File: src/hdl/pit_pkg.sv
// shared widths, bus constants and mode codes of the interval timer
// imported by every timer module

package pit_pkg;

    // --------------------
    // data widths
    // --------------------
    typedef logic [7:0]  byte_t;     // one bus data byte
    typedef logic [15:0] count_t;    // count, reload or latched value
    typedef logic [1:0]  rw_fmt_t;   // read/load format field, cw bits 5:4
    typedef logic [2:0]  mode_t;     // counting mode field, cw bits 3:1

    // --------------------
    // bus map
    // --------------------
    localparam logic [1:0] ADDR_CTRL = 2'd3;    // control word address
    localparam int NUM_CHANNELS      = 3;

    // read/load formats
    localparam rw_fmt_t RW_LATCH = 2'd0;    // counter latch command
    localparam rw_fmt_t RW_LSB   = 2'd1;    // lsb only
    localparam rw_fmt_t RW_MSB   = 2'd2;    // msb only
    localparam rw_fmt_t RW_BOTH  = 2'd3;    // lsb then msb

    // --------------------
    // counting modes
    // --------------------
    localparam mode_t MODE_INTR     = 3'd0;    // interrupt on terminal count
    localparam mode_t MODE_ONESHOT  = 3'd1;    // no gate here, counts once
    localparam mode_t MODE_RATE     = 3'd2;    // rate generator
    localparam mode_t MODE_SQUARE   = 3'd3;    // square wave
    localparam mode_t MODE_SWSTROBE = 3'd4;    // software strobe
    localparam mode_t MODE_HWSTROBE = 3'd5;    // no gate here, counts once
    localparam mode_t MODE_RATE_X   = 3'd6;    // alias of rate generator
    localparam mode_t MODE_SQUARE_X = 3'd7;    // alias of square wave

    // read dispatcher state
    // latch first -> latch last -> live, one step per read
    typedef enum logic [1:0] {
        READ_LIVE        = 2'd0,    // reads follow the running count
        READ_LATCH_LAST  = 2'd1,    // one latched byte left
        READ_LATCH_FIRST = 2'd2     // latch just taken, two bytes left
    } read_state_e;

endpackage

File: src/hdl/pit_channel.sv
// one timer channel
// register block, down counter and read dispatcher wired together

`timescale 1ns/1ps

module pit_channel (
    input  logic            clk,
    input  logic            rst_n,
    input  logic            tick,
    input  logic            cw_wr,      // control word addressed to this channel
    input  logic            load_wr,    // count register write
    input  logic            load_rd,    // count register read
    input  pit_pkg::byte_t  wdata,
    output pit_pkg::byte_t  rd_data,
    output logic            out_pin
);
    import pit_pkg::*;

    mode_t   mode;
    rw_fmt_t rw_fmt;
    count_t  reload;
    count_t  count;
    logic    load_req;
    logic    counting_en;

    // --------------------
    // configuration
    // --------------------
    pit_ctrl_regs i_regs (
        .clk         (clk),
        .rst_n       (rst_n),
        .tick        (tick),
        .cw_wr       (cw_wr),
        .load_wr     (load_wr),
        .wdata       (wdata),
        .mode        (mode),
        .rw_fmt      (rw_fmt),
        .reload      (reload),
        .load_req    (load_req),
        .counting_en (counting_en)
    );

    pit_down_counter i_counter (
        .clk         (clk),
        .rst_n       (rst_n),
        .tick        (tick),
        .load_req    (load_req),
        .counting_en (counting_en),
        .mode        (mode),
        .reload      (reload),
        .count       (count),
        .out_pin     (out_pin)
    );

    // read side sees the live count
    pit_read_latch i_read (
        .clk     (clk),
        .rst_n   (rst_n),
        .cw_wr   (cw_wr),
        .load_rd (load_rd),
        .wdata   (wdata),
        .rw_fmt  (rw_fmt),
        .count   (count),
        .rd_data (rd_data)
    );

endmodule

File: src/hdl/pit_ctrl_regs.sv
// per-channel control word and reload value registers
// assembles the reload value from bus bytes and asks the counter to load it

`timescale 1ns/1ps

module pit_ctrl_regs (
    input  logic              clk,
    input  logic              rst_n,
    input  logic              tick,          // counting strobe
    input  logic              cw_wr,         // control word for this channel
    input  logic              load_wr,       // count register write
    input  pit_pkg::byte_t    wdata,
    output pit_pkg::mode_t    mode,
    output pit_pkg::rw_fmt_t  rw_fmt,
    output pit_pkg::count_t   reload,
    output logic              load_req,      // reload value complete, load on next tick
    output logic              counting_en    // counter runs
);
    import pit_pkg::*;

    logic msb_next;     // lsb then msb format, msb byte is next
    logic cw_set;       // control word that is not a latch command
    logic halt_mode;    // modes where an lsb write stops the count

    assign cw_set    = cw_wr && (wdata[5:4] != RW_LATCH);
    assign halt_mode = (mode == MODE_INTR) || (mode == MODE_SWSTROBE);

    // --------------------
    // control word
    // --------------------
    always_ff @(posedge clk or negedge rst_n) begin
        if (!rst_n) begin
            mode   <= MODE_INTR;
            rw_fmt <= RW_LATCH;    // no load format until programmed
        end else if (cw_set) begin
            mode   <= wdata[3:1];  // bit 0 (bcd) ignored
            rw_fmt <= wdata[5:4];
        end
    end

    // --------------------
    // reload value and load request
    // --------------------
    always_ff @(posedge clk or negedge rst_n) begin
        if (!rst_n) begin
            reload      <= '0;
            msb_next    <= 1'b0;
            load_req    <= 1'b0;
            counting_en <= 1'b0;
        end else begin
            // counter takes the reload value on this tick
            if (tick && load_req)
                counting_en <= 1'b1;
            if (tick)
                load_req <= 1'b0;

            // bus writes below override the tick updates
            if (cw_set) begin
                msb_next    <= 1'b0;
                counting_en <= 1'b0;    // wait for a fresh count
            end else if (load_wr) begin
                case (rw_fmt)
                    RW_LSB: begin
                        reload[7:0] <= wdata;
                        load_req    <= 1'b1;
                    end
                    RW_MSB: begin
                        reload[15:8] <= wdata;
                        load_req     <= 1'b1;
                    end
                    RW_BOTH: begin
                        if (msb_next) begin
                            msb_next     <= 1'b0;
                            reload[15:8] <= wdata;
                            // a running rate or square count picks it up at reload
                            load_req     <= ~counting_en;
                        end else begin
                            msb_next    <= 1'b1;
                            reload[7:0] <= wdata;
                            if (halt_mode)
                                counting_en <= 1'b0;    // held until the msb arrives
                        end
                    end
                    default: ;    // latch format is never stored
                endcase
            end
        end
    end

endmodule

File: src/hdl/pit_down_counter.sv
// per-channel down counter and output pin
// steps once per tick according to the programmed mode

`timescale 1ns/1ps

module pit_down_counter (
    input  logic             clk,
    input  logic             rst_n,
    input  logic             tick,           // counting strobe
    input  logic             load_req,       // take reload on the next tick
    input  logic             counting_en,
    input  pit_pkg::mode_t   mode,
    input  pit_pkg::count_t  reload,
    output pit_pkg::count_t  count,
    output logic             out_pin
);
    import pit_pkg::*;

    logic   square_mode;    // modes 3 and 7
    logic   rate_mode;      // modes 2 and 6
    logic   autoreload;
    count_t decr;           // step size for this tick
    count_t next_count;

    assign square_mode = (mode == MODE_SQUARE) || (mode == MODE_SQUARE_X);
    assign rate_mode   = (mode == MODE_RATE) || (mode == MODE_RATE_X);
    assign autoreload  = square_mode || rate_mode;

    // --------------------
    // step size
    // --------------------
    // square wave counts by two, an odd value first takes 1 or 3
    // so that the high half is the longer one
    always_comb begin
        if (!square_mode)
            decr = 16'd1;
        else if (!count[0])
            decr = 16'd2;       // even
        else if (out_pin)
            decr = 16'd1;       // odd, high half
        else
            decr = 16'd3;       // odd, low half
    end

    assign next_count = count - decr;

    // --------------------
    // counter
    // --------------------
    always_ff @(posedge clk or negedge rst_n) begin
        if (!rst_n) begin
            count <= '0;
        end else if (tick) begin
            if (load_req)
                count <= reload;                    // first load, every mode
            else if (counting_en) begin
                if (autoreload && (next_count == '0))
                    count <= reload;                // period restarts
                else
                    count <= next_count;            // one shot modes just wrap
            end
        end
    end

    // --------------------
    // output pin
    // --------------------
    always_ff @(posedge clk or negedge rst_n) begin
        if (!rst_n) begin
            out_pin <= 1'b1;
        end else if (tick) begin
            if (load_req) begin
                out_pin <= (mode != MODE_INTR);     // mode 0 drops on load
            end else if (counting_en) begin
                case (mode)
                    MODE_INTR:
                        if (count == '0)
                            out_pin <= 1'b1;        // terminal count
                    MODE_RATE, MODE_RATE_X:
                        // low while the counter reloads
                        out_pin <= (count != 16'd1);
                    MODE_SQUARE, MODE_SQUARE_X:
                        if (count == 16'd2)
                            out_pin <= ~out_pin;    // half period done
                    MODE_SWSTROBE:
                        out_pin <= (count != '0);   // one tick strobe
                    MODE_ONESHOT, MODE_HWSTROBE:
                        out_pin <= 1'b1;            // no gate, pin stays high
                    default:
                        out_pin <= 1'b1;
                endcase
            end
        end
    end

endmodule

File: src/hdl/pit_read_latch.sv
// per-channel read dispatcher
// holds the latched count and picks the byte returned on each read

`timescale 1ns/1ps

module pit_read_latch (
    input  logic              clk,
    input  logic              rst_n,
    input  logic              cw_wr,      // control word for this channel
    input  logic              load_rd,    // count register read
    input  pit_pkg::byte_t    wdata,
    input  pit_pkg::rw_fmt_t  rw_fmt,
    input  pit_pkg::count_t   count,
    output pit_pkg::byte_t    rd_data
);
    import pit_pkg::*;

    read_state_e read_state;
    count_t      latched;
    count_t      src;         // value the next read comes from
    logic        read_msb;    // lsb then msb format, msb is next
    logic        latch_cmd;

    assign latch_cmd = (wdata[5:4] == RW_LATCH);
    assign src       = (read_state == READ_LIVE) ? count : latched;

    // byte mapping per format
    always_comb begin
        case (rw_fmt)
            RW_LSB:  rd_data = src[7:0];
            RW_MSB:  rd_data = src[15:8];
            default: rd_data = read_msb ? src[15:8] : src[7:0];
        endcase
    end

    // --------------------
    // latch and read order
    // --------------------
    always_ff @(posedge clk or negedge rst_n) begin
        if (!rst_n) begin
            read_state <= READ_LIVE;
            latched    <= '0;
            read_msb   <= 1'b0;
        end else if (cw_wr) begin
            read_msb <= 1'b0;                  // any control word restarts at lsb
            if (latch_cmd) begin
                latched    <= count;           // freeze the current count
                read_state <= READ_LATCH_FIRST;
            end else begin
                read_state <= READ_LIVE;
            end
        end else if (load_rd) begin
            read_msb <= ~read_msb;
            case (read_state)
                READ_LATCH_FIRST: read_state <= READ_LATCH_LAST;
                default:          read_state <= READ_LIVE;    // latch used up
            endcase
        end
    end

endmodule

File: src/hdl/pit_timer.sv
// three channel programmable interval timer, 8253 style
// byte-wide bus, addresses 0..2 are the counters, 3 takes control words

`timescale 1ns/1ps

module pit_timer (
    input  logic            clk,
    input  logic            rst_n,
    input  logic            tick,     // one cycle counting strobe
    input  logic            cs,
    input  logic            rd,
    input  logic            wr,
    input  logic [1:0]      addr,
    input  pit_pkg::byte_t  wdata,
    output pit_pkg::byte_t  rdata,
    output logic            out0,
    output logic            out1,
    output logic            out2
);
    import pit_pkg::*;

    logic [NUM_CHANNELS-1:0] load_wr;
    logic [NUM_CHANNELS-1:0] load_rd;
    logic [NUM_CHANNELS-1:0] cw_wr;
    logic [NUM_CHANNELS-1:0] ch_out;
    byte_t                   ch_rd_data [NUM_CHANNELS];

    // --------------------
    // address decode
    // --------------------
    always_comb begin
        for (int i = 0; i < NUM_CHANNELS; i++) begin
            load_wr[i] = cs && wr && (addr == 2'(i));
            load_rd[i] = cs && rd && (addr == 2'(i));
            // select 3 matches no channel
            cw_wr[i]   = cs && wr && (addr == ADDR_CTRL) && (wdata[7:6] == 2'(i));
        end
    end

    for (genvar g = 0; g < NUM_CHANNELS; g++) begin : g_ch
        pit_channel i_channel (
            .clk     (clk),
            .rst_n   (rst_n),
            .tick    (tick),
            .cw_wr   (cw_wr[g]),
            .load_wr (load_wr[g]),
            .load_rd (load_rd[g]),
            .wdata   (wdata),
            .rd_data (ch_rd_data[g]),
            .out_pin (ch_out[g])
        );
    end

    // read data of the addressed channel, zero otherwise
    always_comb begin
        rdata = '0;
        for (int i = 0; i < NUM_CHANNELS; i++) begin
            if (load_rd[i])
                rdata = ch_rd_data[i];
        end
    end

    assign out0 = ch_out[0];
    assign out1 = ch_out[1];
    assign out2 = ch_out[2];

endmodule

File: config.mk
export PLATFORM = sky130hd
export DESIGN_NAME = pit_timer
export DESIGN_NICKNAME = d
export VERILOG_FILES = /design/src/hdl/pit_pkg.sv /design/src/hdl/pit_channel.sv /design/src/hdl/pit_ctrl_regs.sv /design/src/hdl/pit_down_counter.sv /design/src/hdl/pit_read_latch.sv /design/src/hdl/pit_timer.sv
export SDC_FILE = /design/constraint.sdc
export NUM_CORES = 1
export LEC_CHECK = 0
export BUFFER_PORTS_ARGS = -buffer_cell sky130_fd_sc_hd__buf_4
export CAP_MARGIN = 0
export CORE_ASPECT_RATIO = 0.5
export CORE_UTILIZATION = 63
export CTS_CLUSTER_SIZE = 28
export DETAILED_ROUTE_END_ITERATION = 10
export GPL_TIMING_DRIVEN = 1
export PLACE_DENSITY = 0.9
export SLEW_MARGIN = 20
export SYNTH_ARGS = -nofsm -noshare
export SYNTH_HDL_FRONTEND = slang
export SYNTH_SLANG_ARGS = --single-unit
File: constraint.sdc
create_clock -name clk -period 5.1 [get_ports clk]
set_clock_uncertainty 0.05 [all_clocks]
set_input_delay 0.765 -clock clk [delete_from_list [all_inputs] [get_ports clk]]
set_output_delay 0.765 -clock clk [all_outputs]
set_load 0.02 [all_outputs]
# [After elaboration in Yosys (flattened, before gate mapping)]
# Index checks and enable logic that the tools add are counted.
[word_totals] in_bits=16 wordCells=328 latchBits=0 ramBits=0 output_inout_bits=11 mem_count=0 romBits=0 regBits=180
[classes] mul=0 n_addsub=3 n_div=0 eq_ne=56 n_reduce_logical=103 n_bitwise=12 shifts=0 n_lt_le_gt_ge=0 n_mux=118
[op_table] cell="2-to-1 mux 16 bit" n=15
[op_table] cell="one-hot mux 8 bit (2 select lines)" n=9
[op_table] cell="zero test 16 bit" n=6
[op_table] cell="2-to-1 mux 8 bit" n=12
[op_table] cell="2-to-1 mux 1 bit" n=63
[op_table] cell="equality test 16 x 2 -> 1 bit (second input constant)" n=3
[op_table] cell="inequality test 16 x 1 -> 1 bit (second input constant)" n=3
[op_table] cell="nonzero test 16 bit" n=3
[op_table] cell="subtractor 16 bit" n=3
[op_table] cell="nonzero test 2 bit" n=19
[op_table] cell="equality test 3 bit (second input constant)" n=12
[op_table] cell="AND reduction 4 bit" n=9
[op_table] cell="2-to-1 mux 2 bit" n=13
[op_table] cell="equality test 2 bit (second input constant)" n=12
[op_table] cell="OR reduction 2 bit" n=12
[op_table] cell="logical AND 1 bit" n=21
[op_table] cell="equality test 3 x 2 -> 1 bit (second input constant)" n=6
[op_table] cell="inequality test 3 x 2 -> 1 bit (second input constant)" n=6
[op_table] cell="AND reduction 2 bit" n=9
[op_table] cell="one-hot mux 1 bit (5 select lines)" n=3
[op_table] cell="zero test 2 bit" n=6
[op_table] cell="logical OR 1 bit" n=12
[op_table] cell="inequality test 2 bit (second input constant)" n=6
[op_table] cell="inverter 1 bit" n=12
[op_table] cell="other kinds (5)" n=17

# [Logic depth before layout (Yosys ltp)]
# Gate-level depths: netlist of the first run.
[depth] word_depth=9 ltp_mapped=14 ltp_nobuf=10

# [Hierarchy]
# From an unflattened synthesis of the first run, not the netlist that was laid out.
[unflattened] cells_unflattened=1052 area_unflattened_um2=11064.4
[by_module_without_submodules] mod="pit_ctrl_regs" cells_per_inst=78 seq_area_each_um2=600.6 n_inst=3 area_per_inst_um2=1082.3
[by_module_without_submodules] mod="pit_read_latch" cells_per_inst=77 seq_area_each_um2=475.5 n_inst=3 area_per_inst_um2=1017.2
[by_module_without_submodules] mod="pit_down_counter at g_ch[0].i_channel.i_counter ..." cells_per_inst=183 seq_area_each_um2=426.7 n_inst=2 area_per_inst_um2=1476.4
[by_module_without_submodules] mod="pit_down_counter at g_ch[2].i_channel.i_counter" cells_per_inst=171 seq_area_each_um2=426.7 n_inst=1 area_per_inst_um2=1437.6
[by_module_without_submodules] mod="pit_timer" cells_per_inst=50 seq_area_each_um2=0.0 n_inst=1 area_per_inst_um2=375.4

# [Least setup slack after synthesis of the first run]
# Ideal clock, no wire load.
[synth_path] path_type="register to register" from="register g_ch[1].i_channel.i_regs.mode[1]" to="register g_ch[1].i_channel.i_counter.count[2]" n_path_buf=1 path_stages_with_launch=12 arrival_ps=3667 path_slack_ps=1317 required_time_ps=4984 setup_time_ps=66 synth_period_minus_slack_ps=3783 cell_sequence="dfrtp_1 > buf_2 > nand2_1 > a21o_1 > fa_1 > nor4_1 > nand3_1 > xnor2_1 > nor4_1 > or4b_2 > o31ai_1 > o311a_1"
[synth_between] elab_chain_len=9 elab_cells_between_ends=14 classes_between="1 x add/sub; 4 x eq/ne; 4 x mux; 5 x reduce/logical"
[synth_lines] item="start, declared" line_no="pit_ctrl_regs.sv:13" rtl="output pit_pkg::mode_t mode,"
[synth_lines] item="start signal, assigned" line_no="pit_ctrl_regs.sv:36" rtl="mode <= wdata[3:1];"
[synth_lines] item="equality test 3 x 2 -> 1 bit / equality test 3 bit (equally long branches)" line_no="pit_down_counter.sv:25" rtl="assign square_mode = (mode == MODE_SQUARE) || (mode == MODE_SQUARE_X);"
[synth_lines] item="logical OR 1 bit" line_no="pit_down_counter.sv:25"
[synth_lines] item="2-to-1 mux 16 bit" line_no="pit_down_counter.sv:35" rtl="if (!square_mode)"
[synth_lines] item="subtractor 16 bit" line_no="pit_down_counter.sv:45" rtl="assign next_count = count - decr;"
[synth_lines] item="zero test 16 bit" line_no="pit_down_counter.sv:57" rtl="if (autoreload && (next_count == '0))"
[synth_lines] item="logical AND 1 bit" line_no="pit_down_counter.sv:57"
[synth_lines] item="2-to-1 mux 16 bit *" line_no="pit_down_counter.sv:57"
[synth_lines] item="2-to-1 mux 16 bit *" line_no="pit_down_counter.sv:56" rtl="else if (counting_en) begin"
[synth_lines] item="2-to-1 mux 16 bit *" line_no="pit_down_counter.sv:54" rtl="if (load_req)"
[synth_lines] item="end signal, assigned" line_no="pit_down_counter.sv:55" rtl="count <= reload;"
[synth_lines] item="end signal, assigned" line_no="pit_down_counter.sv:58" rtl="count <= reload;"
[synth_lines] item="end signal, assigned" line_no="pit_down_counter.sv:60" rtl="count <= next_count;"
[synth_lines] item="end, declared" line_no="pit_down_counter.sv:14" rtl="output pit_pkg::count_t count,"
# Every way passes the cells marked *; elsewhere a longest branch is shown, timed or not. The select of a mux whose other input is x is not followed.
# A chain may end at the register's enable or synchronous reset.

# [Worst setup path in the final report of the first run]
[layout_path] from="register g_ch[1].i_channel.i_regs.mode[1]" to="register g_ch[1].i_channel.i_counter.count[8]"
# The elaborated chain is that of the path after synthesis.

==> flow_summary.yaml, run 1 <==
pwr:
  power_frac_seq: 0.436
  p_leak_nw: 5.149
  comb_power_share: 0.281
  sw_frac_of_total: 0.3684
  total_power_per_unit_cell_area_nw_per_um2: 445.8
  clock_power_share: 0.283
  vdd.ir_drop.worst_mv: 0.2707
  switchingPower_mw: 1.833
  cellInternalPower_mw: 3.142
sta:
  slew_viol_final: 0
  unrepaired_setup_endpoints_after_global_routing: "false"
  finalSetupViolations: 0
  fin_crit_sh: 0.7914
  setup_total_negative_slack_ns: 0
  tightest_slew_ns: 0.9986
  timing_hold_violations_final: 0
  post-route-min-period_ns: 4.036
  highest_clock_rate_mhz: 247.7
  slew_headroom: 0.3303
placement:
  final_weighted_congestion_in_routability_driven_placement: 0.9334
  total_half_perimeter_wirelength_after_legalization_and_detailed_placement_um: 17910
  port-buffer-count: 26
  placed_area_um2: 10530
synthesis:
  synth.ff_latch_count: 180
  synth_top_area_share: 0.4308
  postSynth.asyncResetShare: 1.000
  syn-num-nets: 1040
  primary_flip_flop_cell_chosen_by_synthesis_mapping: "dfrtp_1"
  synth-edff-count: 0
  synth.cell_area_um2: 10280
  yosys.area.top_type: "dfrtp_1"
  sequential_element_share_of_the_synthesized_area: 0.4385
  syn-mean-instance-area_um2: 10.22
  yosys.cell_types.count: 74
  post_synth_inst_count: 1006
  synth-warning-count: 0
  ys_top_cells_by_area: "dfrtp_1, mux2_2, mux2i_1"
floorplanning:
  chipWidth_um: 182.7
  dieArea_um2: 16870
  initial_core_util: 0.6567
  pin_count: 27
  core_um2: 15660
  chipHeight_um: 92.33
  fp-row-count: 32
clock_network:
  clkLatencyLatePin_ns: 0.45
  postCtsResizedCells: 0
  cts_inserted_buffers: 17
  cts_setup_buffers: 0
  clock_path_buffers: 2
  cts_tree: "done"
  root_buffer: "clkbuf_16"
  postCtsHoldBufs: 0
  cts_htree_levels: 4
  clock-sinks: 180
  worst_setup_hold_path_clk_slew_ns: 0.07
global_route:
  largest_net_degree_at_the_start_of_global_routing: 106
  grt.overflow.total: 0
  global_route.usage.total: 0.3361
  grt_first_pass_wirelength_um: 43350
  antenna_violations_before_repair: 0
  first_global_vias: 8249
worst_setup_path:
  worstPathCellList: "nand2_1 > a21o_1 > fa_1 > nor4_1 > buf_4 > nand3_1 > xnor2_1 > nor4_1 > a31oi_2 > buf_4 > mux2i_1 > a2bb2oi_1"
  startpoint_type: "flip-flop"
  timing.critical_path.slowest_stage_cell: "nor4_1"
  reg2reg_slack_ns: 1.06
  critPathMaxStageDelay_ns: 0.54
  timing_worst_setup_path_type: "flip-flop to flip-flop"
  timing.critical_path.fanout_max: 17
  cp.required_ns: 5.34
  crit_arrival_ns: 4.27
  critical_path.endpoint_type: "flip-flop"
route:
  detail_route.first_pass.iterations: 5
  via_count_of_the_routed_design: 8280
  drtIter0Drc: 883
  wire_per_inst_um: 21.69
  vias_per_cell: 6.726
  routed_wl_um: 26700
  post-route-drc-count: 0
  antenna_violating_nets_post_route: 0
run:
  max_cap_viol_count: 0
run_status:
  run_status: "completed"
finish:
  nNetsFinal: 1031
  layout-area-overhead-vs-synth_pct: 8.531
  antenna-diode-count: 0
  post_route_cells_drive_above_1_share: 0.1960
  stdcell_area_um2: 11160
min_path:
  hold_path.class: "input pin to asynchronous set/reset pin"
cell usage in the layout, fill, tap and decap left out, types with 6 or more instances in the layout:
cell type,Yosys,layout
o22ai_1,28,28
nand3_1,25,25
mux2i_1,72,72
mux2_2,104,104
a21o_1,10,10
xnor2_1,12,12
nor3_1,29,28
nand2b_1,8,8
o21a_1,7,7
nand2_1,78,78
a2bb2oi_1,9,9
o21ai_0,35,33
a22oi_1,18,18
o211ai_1,10,10
nand3b_1,7,7
a21oi_1,46,46
nor3b_1,9,9
nor2_1,67,67
clkbuf_16,0,17
ha_1,15,15
nand4_1,8,8
dfrtp_1,177,177
inv_1,29,29
and3_1,8,8
nor2b_1,7,7
buf_4,5,37
or3_1,10,10
or4_1,6,6
nor4_1,15,15
cell type report:
cell class	count	area, um2
Timing Repair Buffer	38	289.0
Clock inverter	13	171.4
Tap cell	221	276.5
Multi-Input combinational cell	731	5361
Sequential cell	180	4508
Clock buffer	19	442.9
Inverter	29	108.9
Fill cell	1089	4497
final timing paths:
check / start / endpoint / depth (start not counted)
max: g_ch[1].i_channel.i_regs.mode[1] / g_ch[1].i_channel.i_counter.count[8] / 12
min: rst_n / g_ch[2].i_channel.i_regs.reload[0] / 1
max reg2reg: g_ch[1].i_channel.i_regs.mode[1] / g_ch[1].i_channel.i_counter.count[8] / 12
min reg2reg: g_ch[0].i_channel.i_regs.reload[10] / g_ch[0].i_channel.i_regs.reload[10] / 1
max in group asynchronous: rst_n / g_ch[0].i_channel.i_read.latched[14] / 2
min in group clk: g_ch[0].i_channel.i_regs.reload[10] / g_ch[0].i_channel.i_regs.reload[10] / 1
power by group through the flow:
stage / registers [mW] / clock network (mW) / logic (mW)
after floorplan: 1.96 / 0 / 1.16
after global placement: 2.14 / 0 / 1.28
after detailed placement: 2.17 / 0 / 1.35
after CTS: 2.15 / 1.41 / 1.38
after global routing: 2.21 / 1.47 / 1.52
final: 2.17 / 1.41 / 1.40
logic make-up (layout without fill, tap and decap cells):
logic type               after synthesis  after routing  share of synthesized area
flip-flops                           180            180                     0.4385
AND/OR/NAND/NOR                      298            298                     0.1464
adder cells (fa/ha/maj)               18             18                    0.02410
AO/OA/AOI/OAI                        222            222                     0.1505
multiplexers                         176            176                     0.1840
buffers and inverters                 95             99                    0.04198
XOR/XNOR                              17             17                    0.01448
metrics by stage:
step | cells | setup slack [ns] | total power, mW | hold WS (ns) | utilization
after floorplan | 1006 | 1.317 | 3.113 | 0.4194 | -
after global placement | 1199 | 1.416 | 3.425 | 0.4349 | 0.6726
after detailed placement | 1199 | 1.199 | 3.522 | 0.4380 | 0.6726
after CTS | 1231 | 1.117 | 4.943 | 0.4115 | 0.7118
after global routing | 1231 | 0.7731 | 5.206 | 0.4530 | 0.7128
final | 1231 | 1.064 | 4.975 | 0.3548 | 0.7128
layer usage:
layer | vias up | track usage | wire length (um)
met3 | 88 | 0.05899 | 1949
met5 | - | 0 | 0
li1 | 3689 | - | -
met2 | 375 | 0.5477 | 12530
met4 | 0 | 0.1632 | 954
met1 | 4128 | 0.4406 | 11270
Yosys cell counts (5+ instances only):
library cell / number
clkbuf_1: 42
and3_1: 8
nand4_1: 8
xor2_1: 5
and2_1: 5
a22oi_1: 18
nor3_1: 29
nor2b_1: 7
a21oi_1: 46
o211ai_1: 10
xnor2_1: 12
nand3_1: 25
inv_1: 29
nor2_1: 67
o21ai_0: 35
ha_1: 15
mux2i_1: 72
nand3b_1: 7
nor3b_1: 9
nand2_1: 78
a21o_1: 10
nand2b_1: 8
a211oi_1: 5
buf_2: 12
nor4_1: 15
o311a_1: 5
o21a_1: 7
or4_1: 6
a2bb2oi_1: 9
o22ai_1: 28
a221o_1: 5
buf_4: 5
or3_1: 10
dfrtp_1: 177
mux2_2: 104
flip-flops by register name, summed over array words and instances, names as in the netlist:
signal	count
g_ch.i_channel.i_regs.reload	48
g_ch.i_channel.i_counter.count	48
g_ch.i_channel.i_regs.msb_next	3
g_ch.i_channel.i_read.read_msb	3
g_ch.i_channel.i_counter.out_pin	3
g_ch.i_channel.i_read.read_state	6
g_ch.i_channel.i_regs.rw_fmt	6
g_ch.i_channel.i_regs.mode	9
g_ch.i_channel.i_read.latched	48
g_ch.i_channel.i_regs.counting_en	3
g_ch.i_channel.i_regs.load_req	3
worst max-delay path: cells and delay by family, from the launching register on:
| family | cells | cell delay [ns] |
|---|---|---|
| adder cells (fa/ha/maj) | 1 | 0.50 |
| multiplexers | 1 | 0.17 |
| flip-flops | 1 | 0.48 |
| AND/OR/NAND/NOR | 4 | 1.19 |
| XOR/XNOR | 1 | 0.20 |
| AO/OA/AOI/OAI | 3 | 0.75 |
| buffers and inverters | 2 | 0.53 |
Power figures use the tool's default switching activity.
==> inputs of run 2 (changes only) <==
- clock period: 5.1 -> 3.8 ns (I/O delays scaled with it)
==> run 2 against run 1 <==
Global-route usage grew 0.27 points. Final area rose by 0.74%. Hold slack worse by 0.21 ns. Combinational power rose by 35%. Non-clock buffer count rose by 10. Largest cell class unchanged. Setup slack got worse by 0.91 ns. Die area unchanged. Largest power group unchanged. Maximum frequency rose by 11%. Critical path depth shrank 2. Sequential share of layout area decreased by 0.27 points.
==> flow_summary.yaml, run 2 (same netlist as run 1, synthesis figures left out) <==
global_route:
  grt.overflow.total: 0
  first_global_vias: 8243
  antenna_violations_before_repair: 0
  largest_net_degree_at_the_start_of_global_routing: 97
  global_route.usage.total: 0.3389
  grt_first_pass_wirelength_um: 43880
pwr:
  post-layout-total-power_mw: 6.672
  vdd.ir_drop.worst_mv: 0.3485
  p_leak_nw: 5.197
  total_power_per_unit_cell_area_nw_per_um2: 593.6
route:
  vias_per_cell: 6.868
  post-route-drc-count: 0
  routed_wl_um: 27100
  antenna_violating_nets_post_route: 0
  drtIter0Drc: 1096
  detail_route.first_pass.iterations: 6
  wire_per_inst_um: 21.83
  via_count_of_the_routed_design: 8523
clock_network:
  root_buffer: "clkbuf_16"
  worst_setup_hold_path_clk_slew_ns: 0.07
  clkLatencyLatePin_ns: 0.45
  cts_tree: "done"
  clock-sinks: 180
  postCtsHoldBufs: 0
  clock_path_buffers: 2
  cts_htree_levels: 4
  cts_inserted_buffers: 17
sta:
  timing_hold_violations_final: 0
  slew_viol_final: 0
  fin_crit_sh: 0.9587
  finalSetupViolations: 0
  tightest_slew_ns: 0.9572
  post-route-min-period_ns: 3.643
  highest_clock_rate_mhz: 274.5
  fin_worst_setup_slack_ns: 0.1571
  slew_headroom: 0.3595
  unrepaired_setup_endpoints_after_global_routing: "false"
  setup_total_negative_slack_ns: 0
min_path:
  hold_path.class: "input pin to asynchronous set/reset pin"
placement:
  pre_cts_ws_ns: 0.1972
  total_half_perimeter_wirelength_after_legalization_and_detailed_placement_um: 18090
  placedCellCount: 1209
  port-buffer-count: 26
  final_weighted_congestion_in_routability_driven_placement: 0.9718
run:
  max_cap_viol_count: 0
worst_setup_path:
  timing_worst_setup_path_type: "flip-flop to flip-flop"
  timing.critical_path.fanout_max: 8
  startpoint_type: "flip-flop"
  worstPathCellList: "nand2_1 > a21o_1 > fa_1 > xnor2_1 > nor4b_1 > o2111ai_1 > nor4_1 > or4b_2 > o31ai_1 > o311a_1"
  r2r-start: "g_ch[1].i_channel.i_regs.mode[0]"
  crit_arrival_ns: 3.97
  crit_start: "g_ch[1].i_channel.i_regs.mode[0]"
  cp_num_buf_inv: 0
  crit_family: "simple AND/OR/NAND/NOR gates"
  cp.required_ns: 4.13
  critPathMaxStageDelay_ns: 0.64
  timing.critical_path.slowest_stage_cell: "or4b_2"
  critical_path.endpoint_type: "flip-flop"
finish:
  final.fill_count: 1042
  antenna-diode-count: 0
  post_route_cells_drive_above_1_share: 0.2069
  layout-area-overhead-vs-synth_pct: 9.334
  layout.cells.non_filler: 1241
  final_cell_mix: "dfrtp_1, mux2_2, nand2_1"
  reg.largest.list: "g_ch.i_channel.i_counter.count x48, g_ch.i_channel.i_read.latched x48, g_ch.i_channel.i_regs.reload x48"
  leading_cell_type_in_the_layout_fill_and_taps_excluded: "dfrtp_1"
  nNetsFinal: 1041
run_status:
  run_status: "completed"
floorplanning:
  fp-row-count: 32
  pin_count: 27
  chipWidth_um: 182.7
  dieArea_um2: 16870
  chipHeight_um: 92.33
  core_um2: 15660
  initial_core_util: 0.6567
==> run 2: path summary, 6_finish.rpt <==
kind	endpoint	slack, ns	cells after the start
worst max-delay path	g_ch[1].i_channel.i_counter.count[2]	0.16	10
worst min-delay path	g_ch[2].i_channel.i_regs.reload[0]	0.15	1
worst max register to register	g_ch[1].i_channel.i_counter.count[2]	0.16	10
worst min register to register	g_ch[1].i_channel.i_regs.reload[13]	0.46	1
max in group asynchronous	g_ch[1].i_channel.i_counter.out_pin	2.57	2
min in group clk	g_ch[1].i_channel.i_counter.out_pin	0.44	2
==> run 2: where the power goes <==
group / leakage (nW) / switching (mW) / internal (mW) / total [mW]
Clock: 0.297 / 0.848 / 1.02 / 1.86
Sequential: 2.31 / 0.580 / 2.33 / 2.91
Combinational: 2.59 / 1.06 / 0.832 / 1.89
Total: 5.20 / 2.49 / 4.18 / 6.67
==> run 2: what timing repair did <==
| action | in CTS | in global routing |
|---|---|---|
| buffers inserted | 0 | 0 |
| gates resized for setup | 0 | 4 |
| endpoints found under the setup margin | 0 | 14 |
==> run 2: metal layers <==
layer,track usage,wire (um),share of wire
met3,0.06606,2332,0.086
met1,0.4425,10910,0.40
met5,0,0,0
met2,0.5483,12770,0.47
met4,0.1660,1082,0.040
==> run 2: metrics by stage <==
step	hold WS (ns)	instance area, um2	utilization
finish	0.1481	11240	0.7180
global route	0.2427	11240	0.7180
CTS	0.2074	11220	0.7170
detailed placement	0.4441	10620	0.6781
global placement	0.4369	10620	0.6781
floorplan	0.2244	10280	-
==> run 2: cell type report <==
cell class                 count  area, um2  share of cell area
timing repair buffer          48      376.6             0.03350
tap                          221      276.5             0.02460
clock inverter                13      165.2             0.01469
clock buffer                  19      442.9             0.03940
inverter                      29      108.9            0.009684
multi-input combinational    731       5360              0.4768
sequential                   180       4511              0.4013
==> inputs of run 3 (changes only) <==
- REMOVE_ABC_BUFFERS: not set -> 1
==> run 3 against run 2 <==
Count of clock-buffer cells in the layout shrank 2. Sequential power hardly changed. Non-clock buffer count up 6. Power grew 1.1%. Sequential share of layout area shrank 0.22 points. Cell count grew 0.48%. Highest routed layer unchanged. Die area unchanged. Wire length is 1.9% higher. Critical endpoint unchanged. Combinational power is 4% higher. Final area rose by 0.53%. Core utilization is 0.38 points higher.
==> flow_summary.yaml, run 3 (same netlist as run 1, synthesis figures left out) <==
finish:
  stdcell_area_um2: 11300
  leading_cell_type_in_the_layout_fill_and_taps_excluded: "dfrtp_1"
  reg.largest.list: "g_ch.i_channel.i_counter.count x48, g_ch.i_channel.i_read.latched x48, g_ch.i_channel.i_regs.reload x48"
  final_core_util: 0.7219
  antenna-diode-count: 0
  nNetsFinal: 1047
  final.fill_count: 1010
  layout-area-overhead-vs-synth_pct: 9.918
  final_cell_mix: "dfrtp_1, mux2_2, nand2_1"
  post_route_cells_drive_above_1_share: 0.2115
sta:
  highest_clock_rate_mhz: 264.3
  fin_crit_sh: 0.9958
  tightest_slew_ns: 0.9304
  timing_hold_violations_final: 0
  post-route-min-period_ns: 3.784
  finalSetupViolations: 0
  slew_viol_final: 0
  slew_headroom: 0.3775
min_path:
  hold_path.class: "input pin to asynchronous set/reset pin"
clock_network:
  cts_htree_levels: 4
  cts_setup_buffers: 0
  clock-sinks: 180
  cts_inserted_buffers: 17
  cts_tree: "done"
  postCtsHoldBufs: 0
  clkLatencyLatePin_ns: 0.44
  worst_setup_hold_path_clk_slew_ns: 0.07
  root_buffer: "clkbuf_16"
  clock_path_buffers: 2
global_route:
  use_met1: 0.4561
  grt.met2_usage: 0.5388
  met3_usage: 0.07668
  antenna_violations_before_repair: 0
  grt_first_pass_wirelength_um: 44400
  grt-busiest-layer: "met2"
  largest_net_degree_at_the_start_of_global_routing: 98
  global_route.usage.total: 0.3445
  first_global_vias: 8469
  grt.overflow.total: 0
floorplanning:
  dieArea_um2: 16870
  chipHeight_um: 92.33
  initial_core_util: 0.6567
  pin_count: 27
  core_um2: 15660
  fp-row-count: 32
  chipWidth_um: 182.7
worst_setup_path:
  crit_arrival_ns: 4.11
  critical_path.endpoint_type: "flip-flop"
  cp.required_ns: 4.12
  worst_r2r_endpoint: "g_ch[1].i_channel.i_counter.count[2]"
  startpoint_type: "flip-flop"
  r2r_cells: 11
  reg2reg_slack_ns: 0.02
  timing_worst_setup_path_type: "flip-flop to flip-flop"
  r2r-start: "g_ch[1].i_channel.i_regs.mode[0]"
  crit_start: "g_ch[1].i_channel.i_regs.mode[0]"
  timing.critical_path.fanout_max: 8
route:
  via_count_of_the_routed_design: 8582
  vias_per_cell: 6.882
  post-route-drc-count: 0
  drtIter0Drc: 1065
  detail_route.first_pass.iterations: 6
  wire_per_inst_um: 22.15
  routed_wl_um: 27620
  antenna_violating_nets_post_route: 0
placement:
  final_weighted_congestion_in_routability_driven_placement: 0.9521
  port-buffer-count: 26
  total_half_perimeter_wirelength_after_legalization_and_detailed_placement_um: 18320
  placed_area_um2: 10660
run:
  max_cap_viol_count: 0
run_status:
  run_status: "completed"
pwr:
  vdd.ir_drop.worst_mv: 0.4160
  total_power_per_unit_cell_area_nw_per_um2: 596.8
  p_leak_nw: 5.233
  post-layout-total-power_mw: 6.745
==> run 3: cell count changes in the layout (fill, tap and decap cells not counted), moves of 2 or more <==
cell      before  now
buf_4         46   52
clkinv_8       0    2
inv_6          4    7
inv_8          4    1
==> run 3: repair_timing <==
item	4_1_cts	5_1_grt
resized for setup	1	3
setup endpoints to repair	4	5
cloned	0	0
==> run 3: worst max-delay path by stage <==
stage                                                        to  slack, ns  cells after the start
final                      g_ch[1].i_channel.i_counter.count[2]       0.02                     11
after global routing       g_ch[1].i_channel.i_counter.count[2]      -0.12                     11
after global placement    g_ch[1].i_channel.i_counter.count[14]       0.26                     12
after detailed placement   g_ch[1].i_channel.i_counter.count[8]       0.12                     12
after floorplan            g_ch[1].i_channel.i_counter.count[2]       0.02                     10
after CTS                  g_ch[1].i_channel.i_counter.count[2]       0.06                     12
==> run 3: area by class of cell <==
| type | count | area, um2 | share of cell area |
|---|---|---|---|
| Clock buffer | 17 | 425.4 | 0.03764 |
| Clock inverter | 15 | 187.7 | 0.01661 |
| Inverter | 29 | 108.9 | 0.009632 |
| Multi-Input combinational cell | 731 | 5371 | 0.4753 |
| Sequential cell | 180 | 4509 | 0.3990 |
| Tap cell | 221 | 276.5 | 0.02447 |
| Timing Repair Buffer | 54 | 421.7 | 0.03731 |
==> run 3: critical path, cell delays in order, from the launching register on <==
cell and delay (ns):
dfrtp_2 0.42, nand2_1 0.10, a21o_1 0.20, fa_1 0.47, nor4_2 0.36, nand3_1 0.22
xnor2_1 0.22, nor4_1 0.42, buf_4 0.22, or4b_2 0.60, o31ai_1 0.23, o311a_1 0.20
==> run 3: layer usage <==
metal | part of all wire | vias to the layer above
met3 | 0.093 | 110
met4 | 0.043 | 0
met5 | 0 | -
li1 | - | 3737
met1 | 0.41 | 4244
met2 | 0.46 | 491
==> run 3: where the power goes <==
part | total, mW | leakage, nW | switching [mW] | internal (mW)
clock | 1.86 | 0.301 | 0.854 | 1.00
sequential | 2.92 | 2.31 | 0.581 | 2.33
combinational | 1.97 | 2.62 | 1.12 | 0.859
total | 6.74 | 5.23 | 2.55 | 4.19
==> run 3: through the flow <==
stage | cells | worst slack, ns | hold slack (ns) | TNS (ns)
3_3_place_gp | 1215 | 0.2568 | 0.4337 | 0
5_1_grt | 1247 | -0.1176 | 0.2029 | -0.1176
2_1_floorplan | 940 | 0.01521 | 0.2244 | 0
3_5_place_dp | 1215 | 0.1233 | 0.4367 | 0
6_report | 1247 | 0.01593 | 0.1107 | 0
4_1_cts | 1247 | 0.05853 | 0.1944 | 0
